<file path="src/sdInitPkg.sv">
// SD card initialization shared definitions
// Frame lengths, card clock ratio, command indices and arguments,
// response kinds and the sequencer step encoding
package sdInitPkg;

    // ========================================
    // Timing and frame sizes
    // ========================================
    // clk cycles per card clock period, must be even
    localparam int ClkDivRatio  = 30;
    localparam int CmdLen       = 48;
    localparam int ShortRespLen = 48;
    localparam int LongRespLen  = 136;
    // N_CC / N_RC spacing and the trailing clocks before done
    localparam int GapTicks     = 8;

    // ========================================
    // Command indices
    // ========================================
    localparam logic [5:0] CmdGoIdle      = 6'd0;
    localparam logic [5:0] CmdAllSendCid  = 6'd2;
    localparam logic [5:0] CmdSendRca     = 6'd3;
    localparam logic [5:0] CmdSetBusWidth = 6'd6;
    localparam logic [5:0] CmdSelect      = 6'd7;
    localparam logic [5:0] CmdIfCond      = 6'd8;
    localparam logic [5:0] CmdSendOpCond  = 6'd41;
    localparam logic [5:0] CmdAppCmd      = 6'd55;

    // Command arguments
    // 2.7-3.6 V supply, check pattern 0xAA
    localparam logic [31:0] ArgIfCond    = 32'h0000_01AA;
    // HCS and XPC set, S18R clear, 2.7-2.8 V window
    localparam logic [31:0] ArgOpCond    = 32'h5000_8000;
    // Bus width code 2 selects four data lines
    localparam logic [31:0] ArgBusWidth4 = 32'h0000_0002;

    // What the deserializer should expect after a command
    typedef enum logic [1:0] {
        RespNone,
        RespShortCrc,
        RespShortNoCrc,
        RespLong
    } respKindT;

    // Sequencer steps, issue steps first
    typedef enum logic [7:0] {
        SeqGoIdle, SeqIfCond, SeqAppOp, SeqOpCond, SeqCid,
        SeqRca, SeqSelect, SeqAppBus, SeqBusWidth,
        SeqSend, SeqResp, SeqGap, SeqDone, SeqHalt
    } seqStateT;

endpackage

</file>
<file path="src/crc7.sv">
// Serial CRC7 generator
// Polynomial x^7 + x^3 + 1, one bit per enabled cycle,
// shared by the command and response paths
`timescale 1ns/1ps

module crc7 (
    input  logic       clk,
    input  logic       rstDone2,
    input  logic       clear,
    input  logic       bitEn,
    input  logic       bitIn,
    output logic [6:0] crc
);

    logic feedback;

    // Incoming bit against the register MSB
    assign feedback = bitIn ^ crc[6];

    always_ff @(posedge clk) begin
        if (!rstDone2 || clear) begin
            crc <= '0;
        end else if (bitEn) begin
            // Tap at x^3, feedback into x^0
            crc <= {crc[5:3], crc[2] ^ feedback, crc[1:0], feedback};
        end
    end

endmodule

</file>
<file path="src/sdClockGen.sv">
// Card clock generator
// Divides clk by ClkDivRatio into sdClk and marks each edge with a
// one-cycle tick; clkStop parks the clock low with no ticks
`timescale 1ns/1ps

module sdClockGen import sdInitPkg::*; (
    input  logic clk,
    input  logic rstDone2,
    input  logic clkStop,
    output logic sdClk,
    output logic fallTick,
    output logic riseTick
);

    logic [$clog2(ClkDivRatio)-1:0] divCnt;

    always_ff @(posedge clk) begin
        if (!rstDone2 || clkStop) begin
            // Held low with the counter parked
            divCnt   <= '0;
            sdClk    <= 1'b0;
            fallTick <= 1'b0;
            riseTick <= 1'b0;
        end else begin
            fallTick <= 1'b0;
            riseTick <= 1'b0;
            if (divCnt == ClkDivRatio / 2 - 1) begin
                // Half point, rising edge
                sdClk    <= 1'b1;
                riseTick <= 1'b1;
                divCnt   <= divCnt + 1'b1;
            end else if (divCnt == ClkDivRatio - 1) begin
                // End of period, falling edge
                sdClk    <= 1'b0;
                fallTick <= 1'b1;
                divCnt   <= '0;
            end else begin
                divCnt <= divCnt + 1'b1;
            end
        end
    end

endmodule

</file>
<file path="src/cmdSerializer.sv">
// Command serializer
// Takes one command per credit, shifts the 48-bit frame onto CMD on
// the falling card clock edge and inserts the CRC7 after bit 8,
// then returns the credit
`timescale 1ns/1ps

module cmdSerializer import sdInitPkg::*; (
    input  logic        clk,
    input  logic        rstDone2,
    input  logic        fallTick,
    input  logic        cmdValid,
    input  logic [5:0]  cmdIndex,
    input  logic [31:0] cmdArg,
    output logic        cmdOut,
    output logic        cmdOutEn,
    output logic        cmdCredit
);

    logic [CmdLen-1:0]          frame;
    logic [$clog2(CmdLen+1)-1:0] sent;
    logic                       busy;
    logic [6:0]                 crcVal;

    // CRC runs over start, transmission, index and argument
    crc7 u_crc (
        .clk      (clk),
        .rstDone2 (rstDone2),
        .clear    (cmdValid),
        .bitEn    (fallTick && busy && sent < CmdLen - 8),
        .bitIn    (frame[CmdLen-1]),
        .crc      (crcVal)
    );

    // Frame shift register
    always_ff @(posedge clk) begin
        if (cmdValid) begin
            // CRC slot zero for now, end bit set
            frame <= {1'b0, 1'b1, cmdIndex, cmdArg, 7'b0, 1'b1};
        end else if (fallTick && busy) begin
            if (sent == CmdLen - 8) begin
                // CRC6 goes out now, the rest follows with the end bit
                frame <= {crcVal[5:0], 1'b1, {(CmdLen-7){1'b0}}};
            end else begin
                frame <= frame << 1;
            end
        end
    end

    // Line control and credit return
    always_ff @(posedge clk) begin
        if (!rstDone2) begin
            busy      <= 1'b0;
            sent      <= '0;
            cmdOut    <= 1'b1;
            cmdOutEn  <= 1'b0;
            cmdCredit <= 1'b0;
        end else begin
            cmdCredit <= 1'b0;
            if (cmdValid) begin
                busy <= 1'b1;
                sent <= '0;
            end else if (fallTick && busy) begin
                if (sent == CmdLen) begin
                    // End bit has had its full bit time
                    busy      <= 1'b0;
                    cmdOut    <= 1'b1;
                    cmdOutEn  <= 1'b0;
                    cmdCredit <= 1'b1;
                end else begin
                    cmdOut   <= (sent == CmdLen - 8) ? crcVal[6] : frame[CmdLen-1];
                    cmdOutEn <= 1'b1;
                    sent     <= sent + 1'b1;
                end
            end
        end
    end

endmodule

</file>
<file path="src/respDeserializer.sv">
// Response deserializer
// Arms when a command ends, hunts for the start bit on CMD, shifts in a
// 48- or 136-bit response on the rising card clock edge and checks
// transmission bit, CRC7 or all-ones fields, and end bit
`timescale 1ns/1ps

module respDeserializer import sdInitPkg::*; (
    input  logic                   clk,
    input  logic                   rstDone2,
    input  logic                   riseTick,
    input  logic                   cmdIn,
    input  logic                   cmdCredit,
    input  respKindT               respKind,
    output logic                   respValid,
    output logic                   respErr,
    output logic                   respLong,
    output logic [LongRespLen-1:0] respBits
);

    logic [1:0]             cmdSync;
    logic                   hunting;
    logic                   receiving;
    respKindT               kindReg;
    logic [7:0]             bitIdx;
    logic [7:0]             covTop;
    logic                   sampleTake;
    logic [LongRespLen-1:0] assembled;
    logic [6:0]             crcVal;
    logic                   frameBad;

    // Two-flop synchronizer, idle line reads high
    always_ff @(posedge clk) begin
        if (!rstDone2) begin
            cmdSync <= 2'b11;
        end else begin
            cmdSync <= {cmdSync[0], cmdIn};
        end
    end

    // A low sample while hunting is the start bit and is kept
    assign sampleTake = riseTick && (receiving || (hunting && !cmdSync[1]));
    assign assembled  = {respBits[LongRespLen-2:0], cmdSync[1]};

    // Highest bit covered by CRC, R2 skips start, transmission and reserved
    assign covTop = (kindReg == RespLong) ? 8'(LongRespLen - 9) : 8'(ShortRespLen - 1);

    crc7 u_crc (
        .clk      (clk),
        .rstDone2 (rstDone2),
        .clear    (cmdCredit),
        .bitEn    (sampleTake && bitIdx <= covTop && bitIdx >= 8'd8),
        .bitIn    (cmdSync[1]),
        .crc      (crcVal)
    );

    // Framing checks on the complete frame including the end bit
    always_comb begin
        frameBad = !assembled[0];
        if (kindReg == RespLong) begin
            frameBad = frameBad || assembled[LongRespLen-2] || (assembled[7:1] != crcVal);
        end else if (kindReg == RespShortCrc) begin
            frameBad = frameBad || assembled[ShortRespLen-2] || (assembled[7:1] != crcVal);
        end else begin
            // R3 carries ones in place of index and CRC
            frameBad = frameBad || assembled[ShortRespLen-2]
                       || (assembled[45:40] != 6'h3F) || (assembled[7:1] != 7'h7F);
        end
    end

    // Receive payload
    always_ff @(posedge clk) begin
        if (cmdCredit) begin
            respBits <= '0;
        end else if (sampleTake) begin
            respBits <= assembled;
        end
    end

    // Arm, hunt, receive, report
    always_ff @(posedge clk) begin
        if (!rstDone2) begin
            hunting   <= 1'b0;
            receiving <= 1'b0;
            kindReg   <= RespNone;
            bitIdx    <= '0;
            respValid <= 1'b0;
            respErr   <= 1'b0;
            respLong  <= 1'b0;
        end else begin
            respValid <= 1'b0;
            if (cmdCredit && respKind != RespNone) begin
                hunting <= 1'b1;
                kindReg <= respKind;
                bitIdx  <= (respKind == RespLong) ? 8'(LongRespLen - 1)
                                                  : 8'(ShortRespLen - 1);
            end else if (sampleTake) begin
                hunting   <= 1'b0;
                receiving <= 1'b1;
                bitIdx    <= bitIdx - 1'b1;
                if (bitIdx == 8'd0) begin
                    // End bit just sampled
                    receiving <= 1'b0;
                    respValid <= 1'b1;
                    respErr   <= frameBad;
                    respLong  <= (kindReg == RespLong);
                end
            end
        end
    end

endmodule

</file>
<file path="src/initSequencer.sv">
// Initialization sequencer
// Walks CMD0, CMD8, ACMD41 with busy retry, CMD2, CMD3, CMD7 and ACMD6,
// spaces commands by GapTicks card clocks, decodes responses and
// ends by stopping the card clock and raising done, or halts on error
`timescale 1ns/1ps

module initSequencer import sdInitPkg::*; (
    input  logic                   clk,
    input  logic                   rstDone2,
    input  logic                   fallTick,
    input  logic                   cmdCredit,
    input  logic                   respValid,
    input  logic                   respErr,
    input  logic [LongRespLen-1:0] respBits,
    output logic                   cmdValid,
    output logic [5:0]             cmdIndex,
    output logic [31:0]            cmdArg,
    output respKindT               respKind,
    output logic                   clkStop,
    output logic [15:0]            rca,
    output logic                   done,
    output logic                   err
);

    seqStateT                      state;
    seqStateT                      nextStep;
    seqStateT                      afterStep;
    logic                          credit;
    logic [$clog2(GapTicks)-1:0]   gapCnt;
    logic                          isIssue;
    logic [5:0]                    issueIdx;
    logic [31:0]                   issueArg;
    respKindT                      issueKind;

    // ========================================
    // Command table
    // ========================================
    always_comb begin
        isIssue   = 1'b1;
        issueIdx  = CmdGoIdle;
        issueArg  = '0;
        issueKind = RespNone;
        afterStep = SeqIfCond;
        case (state)
            SeqIfCond: begin
                issueIdx  = CmdIfCond;
                issueArg  = ArgIfCond;
                issueKind = RespShortCrc;
                afterStep = SeqAppOp;
            end
            SeqAppOp: begin
                issueIdx  = CmdAppCmd;
                issueArg  = {rca, 16'h0};
                issueKind = RespShortCrc;
                afterStep = SeqOpCond;
            end
            SeqOpCond: begin
                issueIdx  = CmdSendOpCond;
                issueArg  = ArgOpCond;
                issueKind = RespShortNoCrc;
                afterStep = SeqCid;
            end
            SeqCid: begin
                issueIdx  = CmdAllSendCid;
                issueKind = RespLong;
                afterStep = SeqRca;
            end
            SeqRca: begin
                issueIdx  = CmdSendRca;
                issueKind = RespShortCrc;
                afterStep = SeqSelect;
            end
            SeqSelect: begin
                issueIdx  = CmdSelect;
                issueArg  = {rca, 16'h0};
                issueKind = RespShortCrc;
                afterStep = SeqAppBus;
            end
            SeqAppBus: begin
                issueIdx  = CmdAppCmd;
                issueArg  = {rca, 16'h0};
                issueKind = RespShortCrc;
                afterStep = SeqBusWidth;
            end
            SeqBusWidth: begin
                issueIdx  = CmdSetBusWidth;
                issueArg  = ArgBusWidth4;
                issueKind = RespShortCrc;
                afterStep = SeqDone;
            end
            SeqGoIdle: ;
            default: isIssue = 1'b0;
        endcase
    end

    // Clock stop and done rise together
    assign clkStop = (state == SeqDone);
    assign done    = (state == SeqDone);
    // Halt is terminal so err stays up
    assign err     = (state == SeqHalt);

    // Argument latched together with the command
    always_ff @(posedge clk) begin
        if (isIssue && credit) begin
            cmdArg <= issueArg;
        end
    end

    // ========================================
    // Step machine
    // ========================================
    always_ff @(posedge clk) begin
        if (!rstDone2) begin
            state    <= SeqGoIdle;
            nextStep <= SeqIfCond;
            credit   <= 1'b1;
            cmdValid <= 1'b0;
            cmdIndex <= CmdGoIdle;
            respKind <= RespNone;
            gapCnt   <= '0;
            rca      <= '0;
        end else begin
            cmdValid <= 1'b0;
            if (cmdCredit) begin
                credit <= 1'b1;
            end
            case (state)
                SeqSend: begin
                    // Frame is out, wait for reply or space it
                    if (cmdCredit) begin
                        gapCnt <= '0;
                        state  <= (respKind == RespNone) ? SeqGap : SeqResp;
                    end
                end
                SeqResp: begin
                    if (respValid) begin
                        gapCnt <= '0;
                        state  <= SeqGap;
                        if (respErr) begin
                            state <= SeqHalt;
                        end else if (cmdIndex == CmdIfCond
                                     && respBits[15:8] != ArgIfCond[7:0]) begin
                            // Echoed check pattern mismatch
                            state <= SeqHalt;
                        end
                        // Card still busy, back to CMD55
                        if (cmdIndex == CmdSendOpCond && !respBits[39]) begin
                            nextStep <= SeqAppOp;
                        end
                        if (cmdIndex == CmdSendRca) begin
                            rca <= respBits[39:24];
                        end
                    end
                end
                SeqGap: begin
                    if (fallTick) begin
                        gapCnt <= gapCnt + 1'b1;
                        if (gapCnt == GapTicks - 1) begin
                            state <= nextStep;
                        end
                    end
                end
                SeqDone, SeqHalt: ;
                default: begin
                    // Issue step, needs the credit
                    if (isIssue && credit) begin
                        credit   <= 1'b0;
                        cmdValid <= 1'b1;
                        cmdIndex <= issueIdx;
                        respKind <= issueKind;
                        nextStep <= afterStep;
                        state    <= SeqSend;
                    end
                end
            endcase
        end
    end

endmodule

</file>
<file path="src/sdCardInitializer.sv">
// SD card initialization controller top
// Card clock generator, command sequencer, CMD serializer and
// response deserializer on one system clock
`timescale 1ns/1ps

module sdCardInitializer import sdInitPkg::*; (
    input  logic        clk,
    input  logic        rstDone2,
    input  logic        cmdIn,
    output logic        sdClk,
    output logic        cmdOut,
    output logic        cmdOutEn,
    output logic [15:0] rca,
    output logic        done,
    output logic        err
);

    logic                   fallTick;
    logic                   riseTick;
    logic                   clkStop;
    logic                   cmdValid;
    logic [5:0]             cmdIndex;
    logic [31:0]            cmdArg;
    respKindT               respKind;
    logic                   cmdCredit;
    logic                   respValid;
    logic                   respErr;
    logic [LongRespLen-1:0] respBits;

    sdClockGen u_clkGen (
        .clk      (clk),
        .rstDone2 (rstDone2),
        .clkStop  (clkStop),
        .sdClk    (sdClk),
        .fallTick (fallTick),
        .riseTick (riseTick)
    );

    initSequencer u_seq (
        .clk       (clk),
        .rstDone2  (rstDone2),
        .fallTick  (fallTick),
        .cmdCredit (cmdCredit),
        .respValid (respValid),
        .respErr   (respErr),
        .respBits  (respBits),
        .cmdValid  (cmdValid),
        .cmdIndex  (cmdIndex),
        .cmdArg    (cmdArg),
        .respKind  (respKind),
        .clkStop   (clkStop),
        .rca       (rca),
        .done      (done),
        .err       (err)
    );

    cmdSerializer u_cmdTx (
        .clk       (clk),
        .rstDone2  (rstDone2),
        .fallTick  (fallTick),
        .cmdValid  (cmdValid),
        .cmdIndex  (cmdIndex),
        .cmdArg    (cmdArg),
        .cmdOut    (cmdOut),
        .cmdOutEn  (cmdOutEn),
        .cmdCredit (cmdCredit)
    );

    // Sequencer reads response length from its own command step
    respDeserializer u_respRx (
        .clk       (clk),
        .rstDone2  (rstDone2),
        .riseTick  (riseTick),
        .cmdIn     (cmdIn),
        .cmdCredit (cmdCredit),
        .respKind  (respKind),
        .respValid (respValid),
        .respErr   (respErr),
        .respLong  (),
        .respBits  (respBits)
    );

endmodule

</file>
<file path="config.mk">
export PLATFORM = sky130hd
export DESIGN_NAME = sdCardInitializer
export DESIGN_NICKNAME = d
export VERILOG_FILES = /design/src/sdInitPkg.sv /design/src/crc7.sv /design/src/sdClockGen.sv /design/src/cmdSerializer.sv /design/src/respDeserializer.sv /design/src/initSequencer.sv /design/src/sdCardInitializer.sv
export SDC_FILE = /design/constraint.sdc
export NUM_CORES = 1
export LEC_CHECK = 0
export ABC_CLOCK_PERIOD_IN_PS = 4760
export BUFFER_PORTS_ARGS = -buffer_cell sky130_fd_sc_hd__buf_4
export CAP_MARGIN = 20
export CELL_PAD_IN_SITES_DETAIL_PLACEMENT = 1
export CELL_PAD_IN_SITES_GLOBAL_PLACEMENT = 2
export CORE_ASPECT_RATIO = 1.25
export CORE_UTILIZATION = 43
export CTS_CLUSTER_SIZE = 20
export DETAILED_ROUTE_END_ITERATION = 16
export GPL_TIMING_DRIVEN = 1
export PLACE_DENSITY_LB_ADDON = 0.1
export SLEW_MARGIN = 10
export SYNTH_ARGS = -nofsm -noshare
export SYNTH_HDL_FRONTEND = slang
export SYNTH_SLANG_ARGS = --single-unit
export TNS_END_PERCENT = 20
</file>
<file path="constraint.sdc">
create_clock -name clk -period 4.76 [get_ports clk]
set_input_delay 1.428 -clock clk [delete_from_list [all_inputs] [get_ports clk]]
set_output_delay 1.428 -clock clk [all_outputs]
set_load 0.02 [all_outputs]
</file>
==> results.toml, run 1 <==
[timing]
skew_ns = 0.0227
slew_violations = 0
holdWs_ns = 0.409
hold_viol_final = 0
fin_crit_ns = 3.33
max_freq_mhz = 300
fin_crit_sh_pct = 70.0
worst_pin_slew_ns = 0.969
finalSetupViolations = 0
fin_tns_setup_ns = 0
maxSlewHeadroom_pct = 35.4
rsz0062_at_grt = "no"

[cells_and_area]
fill_cells = 2880
syn_to_final_growth_pct = 11.9
final_util_pct = 49.0
final_layout_size_suffix_gt1_share_pct = 7.85
nets = 1192
most-common-layout-cells = "nand2_1 (300), dfxtp_1 (228), a21oi_1 (167), nor2_1 (66), edfxtp_1 (57)"
layout_commonest_cell = "nand2_1"

[floorplanning]
core_um2 = 25300
die_h_um = 181
die_x_um = 146
initial_core_util_pct = 43.8
io_pins = 24
num_rows = 65
dieArea_um2 = 26400

[outcome]
status = "finished clean"

[critical_path]
cp-end-kind = "output pin"
critPathLaunchType = "flip-flop"
critPathMaxFanout = 23
rr_worst_depth = 4
worstSetupPathType = "reg2out"
reg2reg_to = "u_cmdTx.frame[14]"
reg2reg_slack_ns = 2.26
arrival_ns = 1.91
r2r-start = "u_clkGen.fallTick"
worst_ep_required_time_ns = 3.33

[min_path]
hold_end = "u_respRx.cmdSync[1]"
hold_class = "reg2reg"
hp-start = "u_respRx.cmdSync[0]"
hold_path_depth = 1

[grt]
track_usage_pct = 17.7
antenna_found_initial = 1
overflow = 0
grt_max_degree = 120
grt_pass1_vias = 8017
grt_pass1_wl_um = 39500

[route]
num_vias = 7973
dr.first_iter.drc_count = 436
drtPass1Iterations = 4
drtAntennaViolNets = 0
dr_wl_met2_um = 11300
highest_layer = "met4"
drc = 0
via_per_inst = 5.20
dr_wl_met3_um = 591
wl_met1_um = 10700
wl_per_cell_um = 15.2
routed_wirelength_um = 23300

[clock_tree]
cts_resized = 0
clockBufferDepth = 3
clk_latency_ns = 0.56
cts_hold_buf = 0
root_buffer = "clkbuf_16"
postCtsSetupRepairBufs = 0
cts_made_buffers = 30
cts_tree = "yes"
htreeDepth = 1
clkTransAtPathRegs_ns = 0.06
cts.sinks = 286

[logic_synthesis]
synth_cells = 1190
ys_warn_count = 0
mappedNetlistArea_um2 = 11100
synth_edf_count = 57
synth_ff_type = "dfxtp_1"
postSynth.asyncResetShare_pct = 0
synth_nets = 1205
synth_seq_cells = 286
yosysUniqueCellTypes = 60
ys_seq_area_share_pct = 56.8
syn_area_per_cell_um2 = 9.31

[place]
dp_hpwl_um = 14400
portBuffers = 23
gp_congestion = 0.789

[power]
p_leak_nw = 4.56
ir_drop_v = 0.000308
cellPowerDensity_nw_per_um2 = 473
finalPower_w = 0.00586

[job]
maxCapViolCount = 0
[cell type report]
cell class	count	area (µm²)	area share, %
Antenna cell	1	2.50	0.0202
Tap cell	335	419	3.38
Inverter	16	60.1	0.485
Timing Repair Buffer	34	268	2.16
Clock inverter	11	86.3	0.697
Sequential cell	286	6300	50.8
Clock buffer	42	846	6.83
Multi-Input combinational cell	809	4410	35.6
[worst max-delay path by stage]
| stage | startpoint | endpoint | slack (ns) | depth (start not counted) |
|---|---|---|---|---|
| after floorplan | u_seq.state[1] | done | 2.35 | 3 |
| after global placement | u_seq.state[2] | done | 2.02 | 3 |
| after detailed placement | u_seq.state[2] | done | 1.97 | 3 |
| after CTS | u_seq.state[2] | done | 1.38 | 3 |
| after global routing | u_seq.state[3] | err | 1.25 | 3 |
| final | u_seq.state[2] | done | 1.43 | 3 |
[Yosys cell counts (12+ instances only)]
library cell	n	area, µm²
o21ai_0	31	155
nand2_1	300	1130
buf_2	22	110
mux2i_1	37	370
clkbuf_1	53	199
xor2_1	13	114
nor2_1	67	251
ha_1	12	150
a22o_1	30	263
dfxtp_1	229	4580
inv_1	16	60.1
and2_1	28	175
a21oi_1	167	836
edfxtp_1	57	1710
nand2b_1	14	87.6
[power breakdown]
part,switching (W),leakage (nW),internal (W)
logic,0.000420,1.69,0.000239
clock network,0.000922,0.461,0.00128
registers,0.000211,2.41,0.00278
total,0.00155,4.56,0.00430
[flip-flops by register name (all words and copies together), names as in the netlist, 3 cells and up]
register	count
u_seq.state	4
u_clkGen.divCnt	5
u_respRx.respBits	134
u_seq.gapCnt	3
u_seq.nextStep	4
u_seq.cmdIndex	6
u_respRx.bitIdx	8
u_respRx.u_crc.crc	7
u_cmdTx.frame	48
u_seq.cmdArg	19
u_cmdTx.sent	6
u_seq.rca	16
u_cmdTx.u_crc.crc	7
[routing by layer]
| metal | global-route usage [%] | vias up |
|---|---|---|
| met4 | 5.85 | 0 |
| met2 | 30.8 | 63 |
| met1 | 22.6 | 3845 |
| li1 | - | 4021 |
| met3 | 2.51 | 44 |
| met5 | 0 | - |
[worst max-delay path: stages (launching register included)]
cell and delay, ns:
dfxtp_1 0.80, nand2b_1 0.25, nor2_1 0.16, buf_4 0.15
[logic make-up (layout without fill, tap and decap cells)]
family,Yosys count,count (layout),synth area share [%]
AND/OR/NAND/NOR,465,465,18.5
flip-flops,286,286,56.8
AO/OA/AOI/OAI,271,271,14.5
buffers and inverters,95,103,3.54
multiplexers,37,37,3.34
XOR/XNOR,24,24,1.90
adder cells (fa/ha/maj),12,12,1.36
other,0,1,0
[stage by stage]
| stage | setup slack (ns) | cells | instance area, µm² |
|---|---|---|---|
| floorplan | 2.35 | 1190 | 11100 |
| global placement | 2.02 | 1480 | 11500 |
| detailed placement | 1.97 | 1480 | 11500 |
| CTS | 1.38 | 1533 | 12400 |
| global route | 1.25 | 1533 | 12400 |
| finish | 1.43 | 1534 | 12400 |
Note: power is estimated with default switching activity, not from simulation.
==> run 2, diff against run 1 <==
- ABC_CLOCK_PERIOD_IN_PS: 4760 -> 3250
- CORE_UTILIZATION: 43 -> 40
- clock period: 4.76 -> 3.25 ns (I/O delays scaled with it)
==> run 2 against run 1 <==
Effect of this change: total power increased by 48%; clock power is 51% higher; combinational power increased by 53%; cell area rose by 0.78%; sequential share of layout area down 0.39 points; clock skew is 0.013 ns lower; largest power group unchanged.
==> results.toml, run 2 (same netlist as run 1, synthesis figures left out) <==
[timing]
hold_viol_final = 0
fin_crit_sh_pct = 91.3
worst_pin_slew_ns = 0.906
fin_tns_setup_ns = 0
finalSetupViolations = 0
maxSlewHeadroom_pct = 39.6
max_freq_mhz = 337
slew_violations = 0
skew_ns = 0.00974
rsz0062_at_grt = "no"
fin_crit_ns = 2.97

[power]
switchingPower_w = 0.00233
p_leak_nw = 4.61
cellPowerDensity_nw_per_um2 = 696
combPwrFrac_pct = 11.6
p_int_w = 0.00636
ir_drop_v = 0.000425
finalPower_w = 0.00869
power_frac_seq_pct = 50.2
p_sw_share_pct = 26.8
p_clk_share_pct = 38.2

[min_path]
hold_class = "reg2reg"
hold_end = "u_respRx.cmdSync[1]"
hold_path_depth = 1
hp-start = "u_respRx.cmdSync[0]"

[clock_tree]
root_buffer = "clkbuf_16"
htreeDepth = 1
cts_made_buffers = 31
clockBufferDepth = 3
clkTransAtPathRegs_ns = 0.06
cts_resized = 0
postCtsSetupRepairBufs = 0
cts.sinks = 286
clk_latency_ns = 0.56
cts_tree = "yes"
cts_hold_buf = 0

[cells_and_area]
largestRegisters = "u_respRx.respBits (134), u_cmdTx.frame (48), u_seq.cmdArg (19)"
final_layout_size_suffix_gt1_share_pct = 8.61
design_area_um2 = 12500
layout_commonest_cell = "nand2_1"
syn_to_final_growth_pct = 12.7
most-common-layout-cells = "nand2_1 (300), dfxtp_1 (228), a21oi_1 (167), nor2_1 (66), edfxtp_1 (57)"
diodes = 0
largest-register = "u_respRx.respBits"
multi_input_comb_area_um2 = 4410
seq_area_um2 = 6300
largest_reg_flops = 134
fill_cells = 3046
nets = 1198

[route]
dr.first_iter.drc_count = 336
highest_layer = "met4"
drc = 0
dr_wl_met3_um = 718
drtPass1Iterations = 4
num_vias = 8064
drtAntennaViolNets = 0
wl_per_cell_um = 15.4
via_per_inst = 5.19
routed_wirelength_um = 24000
wl_met1_um = 11000
dr_wl_met2_um = 11900

[critical_path]
max_stage_delay_ns = 0.76
reg2reg_to = "u_seq.rca[5]"
path_cells = "nand2_1 -> nor2_1 -> buf_4"
r2r-start = "u_seq.state[3]"
cp-end-kind = "output pin"
worstSetupPathType = "reg2out"
crit_slowest_cell = "dfxtp_1"
critPathMaxFanout = 21
arrival_ns = 1.99
cp-startpoint = "u_seq.state[3]"
worst_ep_required_time_ns = 2.27
critPathLaunchType = "flip-flop"
rr_worst_depth = 5
reg2reg_slack_ns = 1.01

[floorplanning]
core_um2 = 27000
num_rows = 67
dieArea_um2 = 28400
die_x_um = 151
die_h_um = 188
io_pins = 24
initial_core_util_pct = 41.0

[outcome]
status = "finished clean"

[place]
gp_congestion = 0.788
portBuffers = 23
placed_area_um2 = 11500
dp_hpwl_um = 15100

[grt]
grt_max_degree = 117
antenna_found_initial = 1
grt_pass1_vias = 8140
overflow = 0
track_usage_pct = 17.2
grt_pass1_wl_um = 40500

[job]
maxCapViolCount = 0
==> run 2: critical path: cells and delay by family, from the launching register on <==
kind	cells	cell delay, ns
simple gates	2	0.49
buf+inv	1	0.17
flops	1	0.76
==> run 2: worst max path at each step <==
stage / endpoint / slack, ns
4_1_cts: err / 0.26
2_1_floorplan: u_seq.nextStep[2] / 1.14
5_1_grt: err / 0.08
3_3_place_gp: err / 0.87
3_5_place_dp: err / 0.88
6_report: err / 0.28
==> run 2: power by group through the flow <==
| stage | logic, W | clock network [W] | registers [W] |
|---|---|---|---|
| CTS | 0.00103 | 0.00344 | 0.00437 |
| global placement | 0.00101 | 0 | 0.00442 |
| finish | 0.00101 | 0.00332 | 0.00436 |
| detailed placement | 0.00102 | 0 | 0.00444 |
| global route | 0.00113 | 0.00357 | 0.00441 |
| floorplan | 0.000837 | 0 | 0.00427 |
==> run 2: through the flow <==
step	setup slack [ns]	utilization, %	hold slack [ns]	cells
floorplan	1.14	-	0.386	1190
global placement	0.865	42.7	0.395	1495
detailed placement	0.879	42.7	0.400	1495
CTS	0.264	46.3	0.419	1553
global route	0.0802	46.3	0.433	1553
finish	0.282	46.3	0.415	1553
==> run 2: area by class of cell <==
class / instances / area share (%)
Tap cell: 345 / 3.46
Multi-Input combinational cell: 809 / 35.3
Timing Repair Buffer: 39 / 2.55
Inverter: 16 / 0.481
Sequential cell: 286 / 50.5
Clock inverter: 9 / 0.511
Clock buffer: 49 / 7.24
==> run 2: layer usage <==
layer  vias up  global-route usage [%]
li1       4045                       -
met1      3923                    21.7
met2        60                    30.1
met3        36                    2.80
met4         0                    4.35
met5         -                       0
